--- src/hdl/axi_pkg.sv ---
package axi_pkg;

	// **************************************************
	// widths
	// **************************************************
	localparam int id_bits = 4;
	localparam int addr_bits = 32;
	localparam int data_bits = 32;
	localparam int strb_bits = 4;
	localparam int len_bits = 4;
	localparam int size_bits = 3;

	// **************************************************
	// memory map
	// **************************************************
	localparam logic [addr_bits-1:0] sram_base = 32'h0000_0000;
	localparam int sram_words = 1024; // 4 KiB window of 32-bit words
	localparam int sram_addr_bits = $clog2(sram_words);

	typedef enum logic [1:0] {
		resp_okay = 2'b00,
		resp_slverr = 2'b10,
		resp_decerr = 2'b11
	} resp_e;

	typedef enum logic [1:0] {
		burst_fixed = 2'b00,
		burst_incr = 2'b01,
		burst_wrap = 2'b10
	} burst_e;

	typedef enum logic {tgt_sram, tgt_default} target_e;

	typedef enum logic {ch_idle, ch_busy} chan_state_e;

	typedef enum logic [1:0] {st_idle, st_read, st_write, st_resp} slave_state_e;

	// **************************************************
	// channel payloads
	// **************************************************
	typedef struct packed {
		logic [id_bits-1:0] id;
		logic [addr_bits-1:0] addr;
		logic [len_bits-1:0] len; // beats minus one
		logic [size_bits-1:0] size;
		burst_e burst;
	} ar_t; // also carries the AW payload

	typedef struct packed {
		logic [data_bits-1:0] data;
		logic [strb_bits-1:0] strb;
		logic last;
	} w_t;

	typedef struct packed {
		logic [id_bits-1:0] id;
		logic [data_bits-1:0] data;
		resp_e resp;
		logic last;
	} r_t;

	typedef struct packed {
		logic [id_bits-1:0] id;
		resp_e resp;
	} b_t;

endpackage
--- src/hdl/write_route.sv ---
`timescale 1ns/10ps

module write_route
	import axi_pkg::*;
(
	input ar_t aw,
	input logic aw_valid,
	output logic aw_ready,
	input w_t w,
	input logic w_valid,
	output logic w_ready,
	output b_t b,
	output logic b_valid,
	input logic b_ready,

	input target_e wr_sel,
	input logic wr_open,

	output ar_t sram_aw,
	output logic sram_aw_valid,
	input logic sram_aw_ready,
	output w_t sram_w,
	output logic sram_w_valid,
	input logic sram_w_ready,
	input b_t sram_b,
	input logic sram_b_valid,
	output logic sram_b_ready,

	output ar_t dflt_aw,
	output logic dflt_aw_valid,
	input logic dflt_aw_ready,
	output w_t dflt_w,
	output logic dflt_w_valid,
	input logic dflt_w_ready,
	input b_t dflt_b,
	input logic dflt_b_valid,
	output logic dflt_b_ready
);

	logic to_sram;

	assign to_sram = (wr_sel == tgt_sram);

	// **************************************************
	// AW steering, gated by the open channel
	// **************************************************
	assign sram_aw = aw;
	assign dflt_aw = aw;
	assign sram_aw_valid = aw_valid && wr_open && to_sram;
	assign dflt_aw_valid = aw_valid && wr_open && !to_sram;
	assign aw_ready = wr_open && (to_sram ? sram_aw_ready : dflt_aw_ready);

	// W follows the selection, a slave only raises ready once its AW is taken
	assign sram_w = w;
	assign dflt_w = w;
	assign sram_w_valid = w_valid && to_sram;
	assign dflt_w_valid = w_valid && !to_sram;
	assign w_ready = to_sram ? sram_w_ready : dflt_w_ready;

	// **************************************************
	// B return
	// **************************************************
	assign b = to_sram ? sram_b : dflt_b;
	assign b_valid = !wr_open && (to_sram ? sram_b_valid : dflt_b_valid);
	assign sram_b_ready = b_ready && !wr_open && to_sram;
	assign dflt_b_ready = b_ready && !wr_open && !to_sram;

endmodule

--- config.mk ---
export PLATFORM = sky130hd
export DESIGN_NAME = write_route
export DESIGN_NICKNAME = d
export VERILOG_FILES = /design/src/hdl/axi_pkg.sv /design/src/hdl/write_route.sv
export SDC_FILE = /design/constraint.sdc
export NUM_CORES = 1
export LEC_CHECK = 0
export BUFFER_PORTS_ARGS = -buffer_cell sky130_fd_sc_hd__buf_2
export CAP_MARGIN = 40
export CORE_AREA = 2 2 110 112
export DETAILED_ROUTE_END_ITERATION = 6
export DIE_AREA = 0 0 112 114
export GPL_ROUTABILITY_DRIVEN = 0
export PLACE_DENSITY = 0.57
export SLEW_MARGIN = 30
export SYNTH_ARGS = -nofsm -noshare
export SYNTH_HDL_FRONTEND = slang
export SYNTH_SLANG_ARGS = --single-unit
--- constraint.sdc ---
create_clock -name vclk -period 0.8
set_clock_uncertainty 0.1 [all_clocks]
set_input_delay 0.04 -clock vclk [all_inputs]
set_output_delay 0.04 -clock vclk [all_outputs]
set_load 0.02 [all_outputs]
# After elaboration in Yosys (flattened, before gate mapping)
# Cells that the tools add are included.
# word_totals
memories	0
latchBits	0
output_inout_bits	179
inputBits	105
reg_bits	0
romBits	0
elab_cells	16
ramBits	0
# classes
shift	0
n_lt_le_gt_ge	0
n_reduce_logical	11
eq_ne	0
bitwise	1
div_mod_pow	0
add_sub_neg	0
mux	4
n_mul	0
# ops
op	n
$logic_and A1 B1 Y1	10
$mux W6	1
$mux W1	3
$logic_not A1 Y1	1
$not A1 Y1	1

# Depth between registers and ports, before layout
# logic_depth
ltp_word	3
depth_mapped	4
mapped_depth_nobuf	2

# Worst setup path before layout
# OpenSTA, ideal clock, no wires.
# synth_timing
path_type	input port to output port
start	in wr_sel
end	out sram_b_ready
path_buffers	2
path_slack_ns	-0.165
t_arrival_ns	0.825
required_time_ns	0.660
path_stages	3
path_cell_list	buf_6 buf_8 nor3b_1
# synth_between
elab_chain_len	2
# synth_lines
item	line_no	rtl
start: declaration	write_route.sv:16	input target_e wr_sel,
$not A1 Y1	write_route.sv:42	assign to_sram = (wr_sel == tgt_sram);
$logic_and A1 B1 Y1	write_route.sv:65	assign sram_b_ready = b_ready && !wr_open && to_sram;
end: declaration	write_route.sv:27	output logic sram_b_ready,
# No other way between the ends.

==> out/qor.csv <==
stage;metric;value;unit
outcome;status;finished with violations;
outcome;failing checks;negative hold slack;
global_route;vias in the first global route;512;
floorplanning;Starting Density;0.1214;
sta;count of pins over their slew limit;0;
logic_synthesis;register area share after synthesis;0;
finish;final instance area;584.3;um2
global_route;Total Routing Usage GR;0.04006;
global_route;largest net degree at the start of global routing;14;
floorplanning;I/O pin count;284;
sta;Worst Tran Pin Value;157.3;ps
logic_synthesis;top-area cell type share of the netlist area;0.8662;
power_and_ir_drop;Final Power;268.6;uW
logic_synthesis;Post-Syn Area;1421;um2
finish;FFs & Latches;0;
setup_path;crit path DAT;640;ps
worst_hold_path;worst hold endpoint;dflt_aw[40];
setup_path;Data required, critical path;660;ps
finish;Final Non-Filler Cells;205;
floorplanning;core box area;11710;um2
logic_synthesis;Synth cell types;14;
global_route;grt total ovfl;0;
finish;Nets;165;
place;Placed Cells;205;
sta;Period minus WS final;784.8;ps
worst_hold_path;worst min path class;input port to output port;
setup_path;type of origin of the critical path;input port;
setup_path;Max Fanout on Critical Path;13;
sta;RSZ-0062 raised after global routing;false;
detailed_routing;Via density;2.341;
detailed_routing;routed vias;480;
worst_hold_path;hold path start;aw[40];
logic_synthesis;largest area contributor in the netlist;buf_4;
detailed_routing;Detailed Route WL;3.098;mm
detailed_routing;per-cell routed wire length;15.11;um
finish;diode count;0;
sta;highest clock rate;1274;MHz
power_and_ir_drop;Leakage;0.2623;nW
logic_synthesis;Mapped Cells;184;
setup_path;Worst setup EP type;output port;
logic_synthesis;Syn Nets;289;
sta;relative slew slack;0.8921;
floorplanning;Die H;114;um
sta;final hold vios;164;
logic_synthesis;Yosys warnings;0;
finish;Area Overhead vs Synth;-58.89;%
floorplanning;full die area;12770;um2
detailed_routing;first-pass iteration count of the detailed router;2;
place;I/O Buffers;38;
floorplanning;Core Rows;40;
worst_hold_path;Worst Hold Depth;0;
power_and_ir_drop;Peak VDD IR;0.1226;mV
global_route;global-route wire length before repair;3.643;mm
sta;Setup violations, final;0;
finish;layout cells sized above 1;0.8448;
setup_path;Crit Path Category;input port to output port;
clock_network;post-CTS setup buffers;0;
detailed_routing;Detail Route Antenna Nets;0;
logic_synthesis;Area contributors post-synth;buf_4 87%, mux2_2 3.2%, mux2_4 3.2%, mux2i_1 1.4%, buf_8 1.1%;
place;placed cell area;560.5;um2
detailed_routing;drt initial violations;2;
global_route;antenna violations before repair;0;
place;DP HPWL;2.730;mm
finish;number of clock buffers in the layout;0;
power_and_ir_drop;power per cell area;459.7;nW/um2
sta;final hold slack;-19.99;ps
finish;Register Area;0;um2
floorplanning;Die X;112;um
run;Max-Cap Viols;0;
logic_synthesis;top-count cell post-synth;buf_4;
sta;setup_tns;0;ps
sta;period utilisation layout;0.9811;
detailed_routing;DRC Markers;0;
logic_synthesis;syn avg cell area;7.725;um2
logic_synthesis;Synth top cells by count;164 x buf_4, 4 x mux2_2, 3 x mux2_4;
area by class of cell:
cell class,count,area [um2]
repair buffers,40,225.2
multi-input cells,18,175.2
well taps,147,183.9
fillers,1392,11130
cell usage in the layout (no fill, tap or decap), drive strengths merged:
cell type	Yosys	final
nor3b	1	1
buf	166	40
nor2b	1	1
and3b	1	1
mux2i	2	2
nor2	2	2
and3	1	1
and2	1	1
mux2	7	7
and2b	1	1
nand2	1	1
cell families (layout without fill, tap and decap cells):
| kind of cell | count (synthesis) | after routing | synth area share |
|---|---|---|---|
| and+or+nand+nor | 9 | 9 | 0.03787 |
| buffers and inverters | 166 | 40 | 0.8847 |
| muxes | 9 | 9 | 0.07746 |
power by group:
part | switching (mW) | internal, mW | total [mW]
logic | 0.131 | 0.138 | 0.269
registers | 0 | 0 | 0
clock network | 0 | 0 | 0
total | 0.131 | 0.138 | 0.269
layer usage:
| layer | track usage | part of all wire | routed length [um] |
|---|---|---|---|
| met4 | 0.05854 | 0.15 | 473 |
| met5 | 0 | 0 | 0 |
| met1 | 0.004167 | 0.062 | 191 |
| met3 | 0.04835 | 0.31 | 950 |
| met2 | 0.07394 | 0.48 | 1482 |
through the flow:
step | hold WS (ps) | worst slack (ps) | utilization
floorplan | 27.64 | 28.67 | -
finish | -19.99 | 15.15 | 0.04989
global route | -19.96 | 1.372 | 0.04989
CTS | -19.80 | 9.553 | 0.04915
global placement | -19.80 | -184.7 | 0.04786
detailed placement | -19.80 | -188.1 | 0.04786
timing repair:
action	CTS	global route
resized for setup	4	3
hold endpoints to repair	164	164
endpoints found under the setup margin	15	2
pin swaps	0	1
critical path: stages:
cell and delay [ps]:
buf_12 120, mux2_2 330, buf_2 160
worst max-delay path by stage:
stage	from	end	slack, ps	cells past startpoint
after floorplan	wr_sel	sram_b_ready	30	3
after global placement	wr_sel	b[5]	-180	3
final	wr_sel	b[0]	20	3
after global routing	wr_sel	sram_b_ready	1	4
after detailed placement	wr_sel	b[0]	-190	3
after CTS	wr_sel	sram_b_ready	10	4
Note: power is estimated with default switching activity, not from simulation.
