--- config.mk ---
export PLATFORM = sky130hd
export DESIGN_NAME = bridge_ctrl
export DESIGN_NICKNAME = d
export VERILOG_FILES = /design/src/hdl/axi_pkg.sv /design/src/hdl/bridge_ctrl.sv
export SDC_FILE = /design/constraint.sdc
export NUM_CORES = 1
export LEC_CHECK = 0
export BUFFER_PORTS_ARGS = -buffer_cell sky130_fd_sc_hd__buf_2
export CELL_PAD_IN_SITES_DETAIL_PLACEMENT = 1
export CELL_PAD_IN_SITES_GLOBAL_PLACEMENT = 1
export CORE_UTILIZATION = 10
export DETAILED_ROUTE_END_ITERATION = 10
export GPL_TIMING_DRIVEN = 0
export PLACE_DENSITY_LB_ADDON = 0.15
export SYNTH_ARGS = -nofsm -noshare
export SYNTH_HDL_FRONTEND = slang
export SYNTH_SLANG_ARGS = --single-unit
--- constraint.sdc ---
create_clock -name clk -period 1.35 [get_ports clk]
set_clock_uncertainty 0.15 [all_clocks]
set_input_delay 0.135 -clock clk [delete_from_list [all_inputs] [get_ports clk]]
set_output_delay 0.135 -clock clk [all_outputs]
set_load 0.01 [all_outputs]
--- src/hdl/axi_pkg.sv ---
package axi_pkg;

	// **************************************************
	// widths
	// **************************************************
	localparam int id_bits = 4;
	localparam int addr_bits = 32;
	localparam int data_bits = 32;
	localparam int strb_bits = 4;
	localparam int len_bits = 4;
	localparam int size_bits = 3;

	// **************************************************
	// memory map
	// **************************************************
	localparam logic [addr_bits-1:0] sram_base = 32'h0000_0000;
	localparam int sram_words = 1024; // 4 KiB window of 32-bit words
	localparam int sram_addr_bits = $clog2(sram_words);

	typedef enum logic [1:0] {
		resp_okay = 2'b00,
		resp_slverr = 2'b10,
		resp_decerr = 2'b11
	} resp_e;

	typedef enum logic [1:0] {
		burst_fixed = 2'b00,
		burst_incr = 2'b01,
		burst_wrap = 2'b10
	} burst_e;

	typedef enum logic {tgt_sram, tgt_default} target_e;

	typedef enum logic {ch_idle, ch_busy} chan_state_e;

	typedef enum logic [1:0] {st_idle, st_read, st_write, st_resp} slave_state_e;

	// **************************************************
	// channel payloads
	// **************************************************
	typedef struct packed {
		logic [id_bits-1:0] id;
		logic [addr_bits-1:0] addr;
		logic [len_bits-1:0] len; // beats minus one
		logic [size_bits-1:0] size;
		burst_e burst;
	} ar_t; // also carries the AW payload

	typedef struct packed {
		logic [data_bits-1:0] data;
		logic [strb_bits-1:0] strb;
		logic last;
	} w_t;

	typedef struct packed {
		logic [id_bits-1:0] id;
		logic [data_bits-1:0] data;
		resp_e resp;
		logic last;
	} r_t;

	typedef struct packed {
		logic [id_bits-1:0] id;
		resp_e resp;
	} b_t;

endpackage
--- src/hdl/bridge_ctrl.sv ---
`timescale 1ns/10ps

module bridge_ctrl
	import axi_pkg::*;
(
	input logic clk,
	input logic rst,

	input logic ar_valid,
	input logic ar_ready,
	input logic [addr_bits-1:0] ar_addr,
	input logic r_valid,
	input logic r_ready,
	input logic r_last,

	input logic aw_valid,
	input logic aw_ready,
	input logic [addr_bits-1:0] aw_addr,
	input logic b_valid,
	input logic b_ready,

	output target_e rd_sel,
	output target_e wr_sel,
	output logic rd_open,
	output logic wr_open
);

	chan_state_e rd_state;
	chan_state_e wr_state;
	target_e rd_tgt;
	target_e wr_tgt;

	// offset against the base so the compare works for any window position
	function automatic target_e decode(input logic [addr_bits-1:0] addr);
		logic [addr_bits-1:0] offset;
		offset = addr - sram_base;
		if (offset < addr_bits'(sram_words * 4))
			return tgt_sram;
		return tgt_default;
	endfunction

	// **************************************************
	// read channel
	// **************************************************
	always_ff @(posedge clk or negedge rst) begin
		if (!rst) begin
			rd_state <= ch_idle;
			rd_tgt <= tgt_default;
		end else begin
			case (rd_state)
				ch_idle: begin
					if (ar_valid && ar_ready) begin
						rd_state <= ch_busy;
						rd_tgt <= decode(ar_addr); // held until the last R beat
					end
				end
				default: begin
					if (r_valid && r_ready && r_last)
						rd_state <= ch_idle;
				end
			endcase
		end
	end

	// **************************************************
	// write channel
	// **************************************************
	always_ff @(posedge clk or negedge rst) begin
		if (!rst) begin
			wr_state <= ch_idle;
			wr_tgt <= tgt_default;
		end else begin
			case (wr_state)
				ch_idle: begin
					if (aw_valid && aw_ready) begin
						wr_state <= ch_busy;
						wr_tgt <= decode(aw_addr);
					end
				end
				default: begin
					if (b_valid && b_ready)
						wr_state <= ch_idle; // B closes the write
				end
			endcase
		end
	end

	assign rd_open = (rd_state == ch_idle);
	assign wr_open = (wr_state == ch_idle);
	assign rd_sel = rd_open ? decode(ar_addr) : rd_tgt; // live decode while idle
	assign wr_sel = wr_open ? decode(aw_addr) : wr_tgt;

endmodule

After elaboration in Yosys (flattened, before gate mapping)
Index checks and enable logic that the tools add are counted.
{"block": "totals", "wordCells": 35, "output_inout_bits": 4, "register_bits": 4, "input_bits": 75}
{"block": "op_classes", "order_cmp": 2, "mux": 20, "n_reduce_logical": 7, "bitwise_logic": 2}
{"op": "32-bit by 13-bit less-than comparator with 1-bit output (second input constant)", "n": 2}
{"op": "1-bit 2-to-1 mux", "n": 20}
{"op": "1-bit logical AND", "n": 5}
{"op": "2-bit AND reduction", "n": 2}
{"op": "1-bit inverter", "n": 2}

Longest topological paths before layout
Gate-level depths: netlist of the first run.
{"block": "logic_depth", "word_depth": 5, "ltp_mapped": 3, "ltp_nobuf": 3}

Worst setup path after synthesis of the first run
Ideal clock, no wire load.
{"block": "synth_path", "kind": "input -> output", "start": "input ar_addr[27]", "end": "output rd_sel", "arrival_time_ns": 0.912, "n_path_buf": 0, "cell_stages": 3, "slack_ns": 0.153, "cell_sequence": "or4_1 -> nor2_1 -> a31oi_1"}
{"block": "synth_via", "elab_chain_len": 4}
{"element": "from (decl)", "line": "bridge_ctrl.sv:11", "text": "input logic [addr_bits-1:0] ar_addr,"}
{"element": "32-bit by 13-bit less-than comparator with 1-bit output", "line": "bridge_ctrl.sv:37", "text": "if (offset < addr_bits'(sram_words * 4))"}
{"element": "1-bit 2-to-1 mux", "line": "bridge_ctrl.sv:37"}
{"element": "1-bit 2-to-1 mux", "line": "bridge_ctrl.sv:39", "text": "return tgt_default;"}
{"element": "1-bit 2-to-1 mux", "line": "bridge_ctrl.sv:90", "text": "assign rd_sel = rd_open ? decode(ar_addr) : rd_tgt;"}
{"element": "to (decl)", "line": "bridge_ctrl.sv:22", "text": "output target_e rd_sel,"}
No other way between the ends.

Worst setup path in the final report of the first run
{"block": "layout_path", "start": "input ar_addr[18]", "end": "output rd_sel"}
The elaborated chain is that of the path after synthesis.

==> out/qor.yml, run 1 <==
clk_latency_ns: 0.23
ys_warn_count: 0
cts_tree: "yes"
power.total_w: 0.000445
grt_max_degree: 5
n_antenna_cell: 0
core-area_um2: 2730
final_nets: 172
vias: 526
min_path_type: "primary input to flip-flop"
initial_core_util: 0.105
worstSetupEndpointType: "output port"
synth.ff_latch_count: 4
fmax_ghz: 0.714
grt_setup_unrepaired: "yes"
outcome: "finished with violations"
drt_iter0_drc: 7
wl_per_cell_um: 9.37
route.detailed.drc: 0
dpl_worst_slack_ns: -0.122
first_pass_iters: 3
arrival_ns: 1.12
antenna_found_initial: 0
tightest_slew_ns: 0.233
crit_type: "primary input to output port"
gp_congestion: 0.615
relSlewSlack: 0.843
placementRows: 19
root_buffer: "clkbuf_4"
clock-sinks: 4
fin_crit_sh: 1.04
grt_pass1_wl_um: 2080
synth_nets: 109
ys_seq_area_frac: 0.358
clkTransAtPathRegs_ns: 0.04
cts_max_level: 1
overflow: 0
ios: 79
placed_cell_area_um2: 596
vias_per_cell: 4.17
cp_max_fo: 2
numPortBuffers: 54
cts_buffers: 3
synth_cell_types: 13
dieArea_um2: 3080
cts_buffer_depth: 2
instances_no_fill: 126
max_cap_violations: 0
layout_min_cycle_time_ns: 1.40
avgSynthCellArea_um2: 8.43
fin_area_um2: 694
synth_area_um2: 287
yosysTopAreaCell: "dfstp_2"
worst_slack_ns: -0.0509
drt_wl_total_um: 1180
dieWidth_um: 55.5
dp.cells: 119
hold_viol: 0
required_ns: 1.07
total_leakage_power_nw: 0.373
cp-start-kind: "primary input"
synth_area_leaders: "dfstp_2 18%, dfrtp_1 17%, nor4_1 13%"
nFillCells: 341
synth_top_area_frac: 0.183
grt_use_total: 0.0820
violations: "negative setup slack"
synthToLayoutAreaGrowth_pct: 142
syn_inst: 34
setup_viol: 2
ir_drop_uv: 258
grt_pass1_vias: 596
maxSlewViolCount: 0
layout-drive-gt1-share: 0.726
ant_nets: 0
powerDensity_nw_per_um2: 641
die_h_um: 55.5
[path summary, 6_finish.rpt]
check	from	end	slack, ns	cells past startpoint
setup reg to reg	rd_state	rd_tgt	0.30	3
min in group asynchronous	rst	rd_state	0.09	2
setup / recovery	ar_addr[18]	rd_sel	-0.05	5
hold / removal	b_ready	wr_state	0.03	3
max in group asynchronous	rst	rd_tgt	0.75	2
hold reg to reg	wr_state	wr_state	0.35	1
[where the power goes]
| part | switching, W | leakage [nW] | total [W] | internal [W] |
|---|---|---|---|---|
| Clock | 0.0000489 | 0.0138 | 0.000148 | 0.0000995 |
| Sequential | 0.0000108 | 0.0447 | 0.000147 | 0.000136 |
| Combinational | 0.0000585 | 0.314 | 0.000150 | 0.0000913 |
| Total | 0.000118 | 0.373 | 0.000445 | 0.000327 |
[flip-flops by register name, summed over array words and instances (netlist names)]
name	count
rd_state	1
rd_tgt	1
wr_state	1
wr_tgt	1
[what timing repair did]
action,in CTS,in global routing
pin swaps,6,3
setup buffers,3,0
hold buffers,1,0
setup endpoints to repair,2,2
hold endpoints to repair,4,0
gates resized for setup,8,2
[cell usage after synthesis]
cell and count:
a21o_1 2, a31oi_1 4, and3_1 2, and3b_1 2, dfrtp_1 2, dfstp_2 2
inv_1 2, nand2_1 1, nand3_1 1, nor2_1 6, nor4_1 6, or4_1 2
or4_4 2
[layer usage]
layer | up-vias | part of all wire | track usage
met4 | 0 | 0 | 0.0429
li1 | 257 | - | -
met2 | 40 | 0.52 | 0.157
met3 | 0 | 0.13 | 0.0141
met5 | - | 0 | 0
met1 | 229 | 0.36 | 0.0838
[metrics by stage]
step                setup TNS, ns  utilization  hold slack (ns)
finish                    -0.0897        0.254           0.0301
global route               -0.165        0.254           0.0589
global placement           -0.178        0.218           -0.207
detailed placement         -0.188        0.218           -0.198
floorplan                       0            -           -0.311
CTS                       -0.0844        0.251           0.0236
[worst max-delay path: stages]
cell and delay [ns]:
buf_6 0.09, or4_4 0.53, nor2_4 0.13, a31oi_1 0.09, buf_2 0.14
[cells by family (layout without fill, tap and decap cells)]
| logic type | after synthesis | count (layout) | share of synthesized area |
|---|---|---|---|
| AOI/OAI and AO/OA | 6 | 6 | 0.140 |
| buffers and inverters | 2 | 63 | 0.0262 |
| DFF | 4 | 4 | 0.358 |
| and+or+nand+nor | 22 | 22 | 0.476 |
[cell type report]
| class | count | area (um^2) | share of cell area |
|---|---|---|---|
| Timing Repair Buffer | 58 | 322 | 0.463 |
| Multi-Input combinational cell | 28 | 201 | 0.290 |
| Sequential cell | 4 | 103 | 0.148 |
| Tap cell | 31 | 38.8 | 0.0559 |
| Clock buffer | 3 | 22.5 | 0.0324 |
| Inverter | 2 | 7.51 | 0.0108 |
[layout by cell type (no fill, tap or decap)]
cell           count
dfrtp_1            2
and3_1             2
and3b_1            2
a21o_1             2
dfstp_2            2
nor2_2             1
buf_4              3
nand3_1            1
nor2_1             3
dlygate4sd3_1      1
a31oi_1            4
buf_2             51
or4_4              4
nand2_1            1
nor2_4             2
buf_6              3
clkbuf_4           3
nor4_1             6
inv_1              2
Power figures use the tool's default switching activity.
==> run 2: changes to the inputs <==
ABC_AREA = 1   (was unset)
CTS_CLUSTER_DIAMETER = 200   (was unset)
==> out/qor.yml, run 2 <==
antenna_found_initial: 0
gp_congestion: 0.664
grt_pass1_vias: 562
overflow: 0
synth_nets: 139
cts_max_level: 1
grt_pass1_wl_um: 2010
cts_resized: 0
ant_nets: 0
numPortBuffers: 54
die_h_um: 60.7
dpl_worst_slack_ns: 0.173
nFillCells: 437
worst_slack_ns: 0.0880
layout_min_cycle_time_ns: 1.26
cts_tree: "yes"
final_nets: 199
core-area_um2: 3150
synth_edf_count: 0
cts_setup_buffers: 0
min_path_type: "primary input to flip-flop"
first_pass_iters: 2
ys_warn_count: 0
layout_common_cells: "54 x buf_2, 25 x nand2_1, 22 x nor2_1, 5 x nand3_1, 4 x inv_1"
synth.mux.area_fraction: 0
syn_inst: 64
tightest_slew_ns: 0.130
avgSynthCellArea_um2: 5.38
final_common_cell: "buf_2"
arrival_ns: 0.98
cts_buffer_depth: 2
crit_top_cell: "nand2_1"
cts_buffers: 3
wl_per_cell_um: 8.05
ys_seq_area_frac: 0.298
route.detailed.drc: 0
timing.setup.tns_ns: 0
grt_use_total: 0.0730
fin_area_um2: 702
clkTransAtPathRegs_ns: 0.04
grt_setup_unrepaired: "no"
layout-drive-gt1-share: 0.500
root_buffer: "clkbuf_4"
drt_wl_total_um: 1340
timing.hold.ws_ns: 0.0254
cp_slowest_cell: "dfstp_2"
synth_top_area_frac: 0.273
critPathMaxStageDelay_ns: 0.52
setup_viol: 0
synth_area_um2: 344
ir_drop_uv: 196
synthToLayoutAreaGrowth_pct: 104
hold_viol: 0
cp-start-kind: "flip-flop"
maxSlewViolCount: 0
powerDensity_nw_per_um2: 791
synthAdderAreaFrac: 0
placementRows: 20
synth_top_family_by_area: "simple AND/OR/NAND/NOR gates"
grt_max_degree: 5
yosysTopAreaCell: "nand2_1"
synth_cell_types: 8
vias: 593
synth_compound_area_frac: 0
synthTopCellsByCount: "25 x nand2_1, 22 x nor2_1, 5 x nand3_1"
dieArea_um2: 3680
outcome: "complete, no violations"
synth_flop_cell: "dfstp_2"
placed_cell_area_um2: 669
n_antenna_cell: 0
ios: 79
synth.ff_latch_count: 4
clock-sinks: 4
drt_iter0_drc: 13
dieWidth_um: 60.7
total_leakage_power_nw: 0.409
clk_latency_ns: 0.23
fmax_ghz: 0.792
synth_area_leaders: "nand2_1 27%, nor2_1 24%, dfstp_2 15%"
synth_xor_area_frac: 0
vias_per_cell: 3.57
initial_core_util: 0.109
max_cap_violations: 0
relSlewSlack: 0.913
postSynth.asyncResetShare: 1.00
worstSetupEndpointType: "output port"
crit_type: "flip-flop to output port"
crit_path_cell_trace: "nand2_1, nand2_1, buf_2"
power.total_w: 0.000555
yosys.area_share.simple: 0.658
required_ns: 1.07
fin_crit_sh: 0.935
cp_max_fo: 2
synth_most_common_cell: "nand2_1"
run 2: cell count changes in the layout (fill, tap and decap cells not counted), moves of 3 or more:
cell	previous run	this run
buf_4	3	0
nand3_1	1	5
or4_4	4	0
buf_6	3	0
nand2_1	1	25
a31oi_1	4	0
buf_2	51	54
nor4_1	6	0
nor2_1	3	22
run 2: timing repair:
action / in CTS / in global routing
setup endpoints to repair: 0 / 0
hold buffers: 1 / 0
endpoints found under the hold margin: 4 / 0
run 2: per-layer routing:
layer | share of wire | vias up | GRT usage | wire length (um)
met5 | 0 | - | 0 | 0
met2 | 0.54 | 22 | 0.143 | 728
li1 | - | 310 | - | -
met3 | 0.088 | 0 | 0.0128 | 117
met1 | 0.37 | 261 | 0.0723 | 489
met4 | 0 | 0 | 0.0390 | 0
run 2: final timing paths:
| check | start | depth (start not counted) | slack (ns) | endpoint |
|---|---|---|---|---|
| max | rd_tgt | 3 | 0.09 | rd_sel |
| min | b_ready | 4 | 0.03 | wr_state |
| max reg2reg | rd_state | 5 | 0.37 | rd_tgt |
| min reg2reg | rd_tgt | 2 | 0.32 | rd_tgt |
| max in group asynchronous | rst | 2 | 0.74 | rd_tgt |
| min in group asynchronous | rst | 2 | 0.11 | wr_state |
run 2: logic make-up after synthesis:
| family | count (synthesis) |
|---|---|
| buf+inv | 4 |
| simple gates | 56 |
| flops | 4 |
run 2: layout make-up:
type	count	area, um^2	share of cell area
inverter	4	15.0	0.0214
timing repair buffer	55	280	0.399
clock buffer	3	22.5	0.0321
sequential	4	103	0.146
tap	44	55.1	0.0784
multi-input combinational	56	226	0.323
run 2: stage by stage:
step / util / instances
after floorplan: - / 64
after global placement: 0.212 / 162
after detailed placement: 0.212 / 162
after CTS: 0.223 / 166
after global routing: 0.223 / 166
final: 0.223 / 166
run 2: report_power, final:
group	switching, W	internal (W)	leakage [nW]	total, W
combinational	0.000108	0.000114	0.351	0.000223
clock	0.0000421	0.0000989	0.0138	0.000141
sequential	0.0000206	0.000171	0.0447	0.000191
run 2: critical path: cells and delay by family, from the launching register on:
kind | cells | cell delay, ns
DFF | 1 | 0.52
buffers and inverters | 1 | 0.12
and+or+nand+nor | 2 | 0.11
