### config.mk
export PLATFORM = sky130hd
export DESIGN_NAME = read_route
export DESIGN_NICKNAME = d
export VERILOG_FILES = /design/src/hdl/axi_pkg.sv /design/src/hdl/read_route.sv
export SDC_FILE = /design/constraint.sdc
export NUM_CORES = 1
export LEC_CHECK = 0
export ABC_AREA = 1
export BUFFER_PORTS_ARGS = -buffer_cell sky130_fd_sc_hd__buf_2
export CAP_MARGIN = 10
export CORE_AREA = 8 8 97 99
export DETAILED_ROUTE_END_ITERATION = 8
export DIE_AREA = 0 0 105 107
export PLACE_DENSITY = 0.69
export SYNTH_ARGS = -nofsm -noshare
export SYNTH_HDL_FRONTEND = slang
export SYNTH_SLANG_ARGS = --single-unit
### constraint.sdc
create_clock -name vclk -period 0.8
set_input_delay 0.08 -clock vclk [all_inputs]
set_output_delay 0.08 -clock vclk [all_outputs]
set_load 0.02 [all_outputs]
### src/hdl/axi_pkg.sv
package axi_pkg;

	// **************************************************
	// widths
	// **************************************************
	localparam int id_bits = 4;
	localparam int addr_bits = 32;
	localparam int data_bits = 32;
	localparam int strb_bits = 4;
	localparam int len_bits = 4;
	localparam int size_bits = 3;

	// **************************************************
	// memory map
	// **************************************************
	localparam logic [addr_bits-1:0] sram_base = 32'h0000_0000;
	localparam int sram_words = 1024; // 4 KiB window of 32-bit words
	localparam int sram_addr_bits = $clog2(sram_words);

	typedef enum logic [1:0] {
		resp_okay = 2'b00,
		resp_slverr = 2'b10,
		resp_decerr = 2'b11
	} resp_e;

	typedef enum logic [1:0] {
		burst_fixed = 2'b00,
		burst_incr = 2'b01,
		burst_wrap = 2'b10
	} burst_e;

	typedef enum logic {tgt_sram, tgt_default} target_e;

	typedef enum logic {ch_idle, ch_busy} chan_state_e;

	typedef enum logic [1:0] {st_idle, st_read, st_write, st_resp} slave_state_e;

	// **************************************************
	// channel payloads
	// **************************************************
	typedef struct packed {
		logic [id_bits-1:0] id;
		logic [addr_bits-1:0] addr;
		logic [len_bits-1:0] len; // beats minus one
		logic [size_bits-1:0] size;
		burst_e burst;
	} ar_t; // also carries the AW payload

	typedef struct packed {
		logic [data_bits-1:0] data;
		logic [strb_bits-1:0] strb;
		logic last;
	} w_t;

	typedef struct packed {
		logic [id_bits-1:0] id;
		logic [data_bits-1:0] data;
		resp_e resp;
		logic last;
	} r_t;

	typedef struct packed {
		logic [id_bits-1:0] id;
		resp_e resp;
	} b_t;

endpackage
### src/hdl/read_route.sv
`timescale 1ns/10ps

module read_route
	import axi_pkg::*;
(
	input ar_t ar,
	input logic ar_valid,
	output logic ar_ready,
	output r_t r,
	output logic r_valid,
	input logic r_ready,

	input target_e rd_sel,
	input logic rd_open,

	output ar_t sram_ar,
	output logic sram_ar_valid,
	input logic sram_ar_ready,
	input r_t sram_r,
	input logic sram_r_valid,
	output logic sram_r_ready,

	output ar_t dflt_ar,
	output logic dflt_ar_valid,
	input logic dflt_ar_ready,
	input r_t dflt_r,
	input logic dflt_r_valid,
	output logic dflt_r_ready
);

	logic to_sram;

	assign to_sram = (rd_sel == tgt_sram);

	// payload goes to both slaves, only the valid bit is steered
	assign sram_ar = ar;
	assign dflt_ar = ar;
	assign sram_ar_valid = ar_valid && rd_open && to_sram;
	assign dflt_ar_valid = ar_valid && rd_open && !to_sram;
	assign ar_ready = rd_open && (to_sram ? sram_ar_ready : dflt_ar_ready);

	// R only flows while the channel is busy
	assign r = to_sram ? sram_r : dflt_r;
	assign r_valid = !rd_open && (to_sram ? sram_r_valid : dflt_r_valid);
	assign sram_r_ready = r_ready && !rd_open && to_sram;
	assign dflt_r_ready = r_ready && !rd_open && !to_sram;

endmodule

---- Yosys cells after proc, flatten, opt, wreduce, memory -nomap -nowiden ----
Index checks and enable logic that the tools add are counted.
storage, ports and cells
  flip-flop bits (word level) ............. 0
  input bits .............................. 131
cells by class
  bitwise gates (word level) .............. 1
  multiplexer cells ....................... 3
  reductions and logical operators ........ 9
operators by type and width
  cell                count
  39-bit two-way mux  1
  1-bit logical AND   8
  1-bit two-way mux   2
  1-bit zero test     1
  1-bit inverter      1

---- Depth between registers and ports, before layout ----
Gate-level depths: netlist (run 1).
  word-level depth ........................ 3
  gate-level depth with buffers ........... 5
  gate-level depth less buffers ........... 4

---- Worst setup path before layout (run 1) ----
OpenSTA, ideal clock, no wires.
  kind .................................... input port to output port
  start ................................... input rd_sel
  end ..................................... output sram_r_ready
  buffers on the path ..................... 2
  required time ........................... 720 ps
  slack ................................... -116 ps
  arrival ................................. 836 ps
  stages .................................. 3
  cells stage by stage .................... buf_6 -> buf_6 -> nor3_1
between the ends
  word-level cells in the longest chain between the ends .. 2
ends and longest elaborated chain
  item               RTL line          text
  start, declared    read_route.sv:13  input target_e rd_sel,
  1-bit inverter     read_route.sv:33  assign to_sram = (rd_sel == tgt_sram);
  1-bit logical AND  read_route.sv:45  assign sram_r_ready = r_ready && !rd_open && to_sram;
  end, declared      read_route.sv:21  output logic sram_r_ready,
No other way between the ends.

---- Final worst setup path (run 1) ----
  start ................................... input rd_sel
  end ..................................... output dflt_ar_valid
between the ends
  word-level cells in the longest chain between the ends .. 1
ends and longest elaborated chain
  item               RTL line          text
  1-bit logical AND  read_route.sv:39  assign dflt_ar_valid = ar_valid && rd_open && !to_sram;
  end, declared      read_route.sv:24  output logic dflt_ar_valid,
No other way between the ends.

==> results.cfg, run 1 <==
[pwr]
p_leak_uw = 0.00103
total_power_uw = 1040
ir_drop_uv = 364
powerDensity_nw_per_um2 = 653

[detailed_routing]
wire_per_inst_um = 13.9
vias = 1389
routed_wl_um = 5240
viasPerCell = 3.67
post-route-drc-count = 0
drtPass1Iterations = 4
drtAntennaViolNets = 0
initialDrtViolationCount = 45

[floorplanning]
core_area_um2 = 7930
die_w_um = 105
start_util_pct = 16.0
fp.dieH_um = 107
num_rows = 33
num_io_pins = 266
die_area_um2 = 11200

[final_layout]
design.seq.count = 0
num_antenna_cells = 0
drive_gt1_share_pct = 53.1
layout_commonest_cell = nand2_1
multi_input_area_um2 = 520
design_area_um2 = 1590
area_growth_pct = 25.3
mostFrequentLayoutCells = nand2_1, buf_2, buf_4
fin_util_pct = 20.0
fillCellCount = 952
fin_nets = 406
clock_buffers = 0
seq_area_um2 = 0

[logic_synthesis]
syn_area_um2 = 1270
seq_area_frac_synth_pct = 0
postSynthCellCount = 234
synth_warnings = 0
synth_cell_types = 9
syn_area_per_cell_um2 = 5.41
synth_fp_nets = 365

[sta]
fin_tns_setup_ns = 0
tightest_slew_ns = 0.187
drv_slew = 0
finalHoldWorstSlack_ns = 0.160
finalCriticalPeriod_ns = 0.791
hold_viol = 0
period_share_pct = 98.9
rsz0062_at_grt = yes
setup_viol = 0
timing.slew.headroom_pct = 87.5
fmax_mhz = 1260

[global_route]
grt_max_degree = 24
grtUsageMet1_pct = 6.01
use_met2_pct = 13.1
grt_pass1_wl_um = 7040
grt-ovfl-total = 0
busiest_layer = met2
antenna_found_initial = 1
met3_usage_pct = 3.66
grt_pass1_vias = 1374
grt_usage_pct = 7.35

[setup_path]
critPathMaxStageDelay_ns = 0.18
path_max_fanout = 6
cp_cell_sequence = buf_12 > inv_12 > clkbuf_16 > nor3_4 > buf_6
worst-path-buf-inv = 4
cp.required_ns = 0.72
worstPathArrival_ns = 0.71
worst_setup_path_start_kind = input pin
cpMaxStageDelayCell = nor3_4
cp_top_family = buffers and inverters
critical_path_class = input pin to output port
end_kind = output port

[clock_tree]
post_cts_buffers = 0

[run]
max_cap_violations = 0

[placement]
gp_congestion = 0.691
hpwl_um = 4240
port_buffers = 131
placed_area_um2 = 1400

[run_status]
outcome = complete, no violations

[hold_path]
min_path_type = input pin to output port
-- layout make-up --
cell class,count,share of cell area (%)
timing repair buffer,138,56.7
multi-input combinational,129,32.8
tap,105,8.28
inverter,6,2.21
-- cell families (layout without fill, tap and decap cells) --
kind of cell,after synthesis,in the layout,share of synthesized area [%]
buffers and inverters,105,144,61.0
and+or+nand+nor,129,129,39.0
-- routing by layer --
| metal | part of all wire, % | up-vias |
|---|---|---|
| met5 | 0.25 | - |
| met4 | 7.8 | 2 |
| met3 | 13 | 53 |
| met2 | 49 | 103 |
| met1 | 31 | 550 |
| li1 | - | 681 |
-- synth_stat cells (all sizes together) --
cell type | count | area [µm²]
nand2 | 121 | 454
nor2 | 4 | 15.0
inv | 6 | 25.0
nor3 | 4 | 25.0
buf | 99 | 747
-- metrics by stage --
stage	worst slack, ns	cells
2_1_floorplan	0.00907	234
3_3_place_gp	-0.0980	375
3_5_place_dp	-0.120	375
4_1_cts	0.00221	375
5_1_grt	-0.0278	378
6_report	0.00901	378
-- repair_timing --
action	4_1_cts	5_1_grt
cloned	0	3
setup endpoints to repair	44	41
pin swaps	1	1
hold buffers	0	0
gates resized for setup	11	34
-- path summary, 6_finish.rpt --
| path | from | endpoint | slack [ns] | cells past startpoint |
|---|---|---|---|---|
| worst min-delay path | ar[25] | sram_ar[25] | 0.16 | 0 |
| worst max-delay path | rd_sel | dflt_ar_valid | 0.009 | 5 |
-- where the power goes --
part           switching (µW)  internal (µW)  leakage [µW]
Combinational             550            486       0.00103
Clock                       0              0             0
Sequential                  0              0             0
Power figures use the tool's default switching activity.
==> run 2: changes to the inputs <==
==> constraint.sdc (replaced) <==
create_clock -name vclk -period 0.8
set_input_delay 0.08 -clock vclk [all_inputs]
set_output_delay 0.08 -clock vclk [all_outputs]
set_load 0.05 [all_outputs]
==> results.cfg, run 2 (synthesized netlist as in run 1, its figures left out) <==
[floorplanning]
num_io_pins = 266
core_area_um2 = 7930
start_util_pct = 16.0
die_w_um = 105
die_area_um2 = 11200
fp.dieH_um = 107
num_rows = 33

[detailed_routing]
routed_wl_um = 6050
viasPerCell = 3.85
vias = 1484
initialDrtViolationCount = 25
drtPass1Iterations = 4
post-route-drc-count = 0
wire_per_inst_um = 15.7
drtAntennaViolNets = 0

[pwr]
powerDensity_nw_per_um2 = 854
ir_drop_uv = 305
p_leak_uw = 0.00130

[placement]
placed_area_um2 = 1550
gp_congestion = 0.666
hpwl_um = 4410
port_buffers = 131
dp_slack_ns = -0.299
post-place-cells = 377

[setup_path]
worst_setup_path_start_kind = input pin
critical_path_class = input pin to output port
worstPathArrival_ns = 0.79
cp-startpoint = rd_sel
cp.required_ns = 0.72
path_max_fanout = 7
end_kind = output port

[final_layout]
seq_area_um2 = 0
drive_gt1_share_pct = 78.6
area_growth_pct = 85.2
design.seq.count = 0
layout_commonest_cell = buf_2
clock_buffers = 0
mostFrequentLayoutCells = buf_2, nand2_1, nand2_2, buf_8, nand2_4
fillCellCount = 843
fin_util_pct = 29.6
fin_nets = 413
design_area_um2 = 2340
num_antenna_cells = 0
final_cells = 385

[hold_path]
min_path_type = input pin to output port
min_from = ar[22]
hold_end = dflt_ar[22]
hold_depth = 0

[sta]
hold_viol = 0
setup_viol = 36
period_share_pct = 109
finalCriticalPeriod_ns = 0.870
setup_slack_ns = -0.0696
drv_slew = 0
tightest_slew_ns = 0.185
rsz0062_at_grt = yes
timing.slew.headroom_pct = 87.6
fmax_mhz = 1150

[run_status]
outcome = complete, but fails checks
violations = negative setup slack

[run]
max_cap_violations = 0

[clock_tree]
holdBufCountCts = 0

[global_route]
grt_usage_pct = 9.30
antenna_found_initial = 0
grt-ovfl-total = 0
grt_pass1_wl_um = 8690
grt_max_degree = 22
grt_pass1_vias = 1636
[run 2: area by class of cell]
type	instances	area, µm²	share of cell area (%)
timing repair buffer	145	1350	57.6
multi-input combinational	129	827	35.3
inverter	6	35.0	1.49
tap	105	131	5.60
[run 2: power by group]
| group | total, µW | internal [µW] | switching, µW |
|---|---|---|---|
| logic | 2000 | 859 | 1140 |
| clock network | 0 | 0 | 0 |
| registers | 0 | 0 | 0 |
[run 2: how the worst max path moves through the flow]
stage / cells after the start / to
3_5_place_dp: 5 / sram_r_ready
3_3_place_gp: 5 / sram_r_ready
6_report: 5 / sram_r_ready
2_1_floorplan: 4 / dflt_r_ready
4_1_cts: 5 / sram_r_ready
5_1_grt: 5 / sram_r_ready
[run 2: layer usage]
layer	up-vias	share of wire (%)	track usage (%)	wire [µm]
met5	-	0	0	0
met4	0	7.2	7.03	435
met3	58	11	3.78	676
met2	104	48	16.2	2900
met1	622	34	8.65	2040
li1	700	-	-	-
[run 2: timing repair]
action / in CTS / in global routing
gates cloned: 3 / 3
pin swaps: 3 / 7
setup endpoints to repair: 45 / 45
gates resized for setup: 133 / 51
setup buffers: 0 / 2
[run 2: per-stage QoR]
stage / total power, µW / TNS, ns / hold slack (ns)
after CTS: 1840 / -1.22 / 0.161
final: 2000 / -0.828 / 0.160
after floorplan: 2170 / -0.189 / 0.223
after detailed placement: 1390 / -9.24 / 0.161
after global routing: 2100 / -2.21 / 0.160
after global placement: 1380 / -9.02 / 0.161
[run 2: critical path: stages]
cell and delay [ns]:
buf_12 0.12, buf_12 0.14, buf_6 0.11, nor3_4 0.15, buf_6 0.18
==> run 3: changes to the inputs <==
--- a/config.mk
+++ b/config.mk
@@ -12,6 +12,7 @@
 export DETAILED_ROUTE_END_ITERATION = 8
 export DIE_AREA = 0 0 105 107
 export PLACE_DENSITY = 0.69
+export REMOVE_ABC_BUFFERS = 1
 export SYNTH_ARGS = -nofsm -noshare
 export SYNTH_HDL_FRONTEND = slang
 export SYNTH_SLANG_ARGS = --single-unit
==> results.cfg, run 3 (synthesized netlist as in run 1, its figures left out) <==
[final_layout]
clock_buffers = 0
drive_gt1_share_pct = 58.3
fin_nets = 411
final_cells = 383
area_growth_pct = 56.0
num_antenna_cells = 0
design_area_um2 = 1980
mostFrequentLayoutCells = nand2_1, buf_2, buf_6, nand2_2, buf_12
layout_commonest_cell = nand2_1
design.seq.count = 0
seq_area_um2 = 0

[clock_tree]
holdBufCountCts = 0

[setup_path]
critPathMaxStageDelay_ns = 0.15
cp.required_ns = 0.72
end_kind = output port
path_max_fanout = 6
critical_path_class = input pin to output port
worstPathArrival_ns = 0.76
cp_cell_sequence = buf_12 > buf_12 > clkbuf_16 > nand2_1 > nand2_1 > buf_6
cp_top_family = buffers and inverters
worst_setup_path_start_kind = input pin
cpMaxStageDelayCell = clkbuf_16
worst-path-buf-inv = 4

[run_status]
outcome = complete, but fails checks
violations = negative setup slack

[placement]
hpwl_um = 9540
port_buffers = 131
placed_area_um2 = 1390
gp_congestion = 0.803
post-place-cells = 375
dp_slack_ns = -0.164

[floorplanning]
core_area_um2 = 7930
die_area_um2 = 11200
die_w_um = 105
start_util_pct = 16.0
fp.dieH_um = 107
num_rows = 33
num_io_pins = 266

[pwr]
p_leak_uw = 0.00117
total_power_uw = 1740
powerDensity_nw_per_um2 = 880
ir_drop_uv = 298

[sta]
timing.slew.headroom_pct = 88.3
rsz0062_at_grt = yes
fin_tns_setup_ns = -0.460
hold_viol = 0
fmax_mhz = 1190
finalCriticalPeriod_ns = 0.839
setup_viol = 28
drv_slew = 0
setup_slack_ns = -0.0394
tightest_slew_ns = 0.174
period_share_pct = 105

[global_route]
grt-ovfl-total = 0
grt_pass1_wl_um = 13900
use_met2_pct = 29.2
grtUsageMet1_pct = 13.1
met3_usage_pct = 24.2
busiest_layer = met2
grt_usage_pct = 18.0
grt_pass1_vias = 1657
antenna_found_initial = 5
grt_max_degree = 19

[detailed_routing]
post-route-drc-count = 0
drtPass1Iterations = 4
routed_wl_um = 11200
initialDrtViolationCount = 36
wire_per_inst_um = 29.2
viasPerCell = 4.11
drtAntennaViolNets = 0
vias = 1573

[hold_path]
min_path_type = input pin to output port

[run]
max_cap_violations = 0
## run 3: changes by cell type in the layout (fill, tap and decap cells not counted), moves of 2 or more
cell     before  now
buf_12        5    7
nand2_1      55  110
buf_6        12   44
nand2_2      44    9
nand2_4      22    2
buf_8        34    1
nor2_4        2    0
buf_4         3    1
## run 3: repair_timing
item | CTS | global route
setup endpoints to repair | 45 | 45
pin swaps | 5 | 9
resized for setup | 112 | 12
endpoints found under the hold margin | 0 | 0
cloned | 4 | 2
buffers inserted | 2 | 0
## run 3: power breakdown
group	internal, µW	switching, µW	total, µW
Combinational	710	1030	1740
Sequential	0	0	0
Clock	0	0	0
## run 3: stage by stage
step | utilization, % | hold WS, ns
after floorplan | - | 0.160
after global placement | 17.5 | 0.161
after detailed placement | 17.5 | 0.161
after CTS | 23.8 | 0.161
after global routing | 24.9 | 0.160
final | 24.9 | 0.160
## run 3: final timing paths
| check | from | endpoint | slack (ns) | cells past startpoint |
|---|---|---|---|---|
| worst max-delay path | rd_sel | r[12] | -0.04 | 6 |
| worst min-delay path | ar[15] | dflt_ar[15] | 0.16 | 0 |
## run 3: layout make-up
| type | count | area [µm²] |
|---|---|---|
| fill | 891 | 5950 |
| timing repair buffer | 143 | 1240 |
| multi-input combinational | 129 | 571 |
| tap | 105 | 131 |
| inverter | 6 | 35.0 |
## run 3: metal layers
| layer | vias to the layer above | part of all wire, % |
|---|---|---|
| met2 | 221 | 45 |
| li1 | 696 | - |
| met5 | - | 0.59 |
| met1 | 636 | 27 |
| met4 | 10 | 0.081 |
| met3 | 10 | 27 |
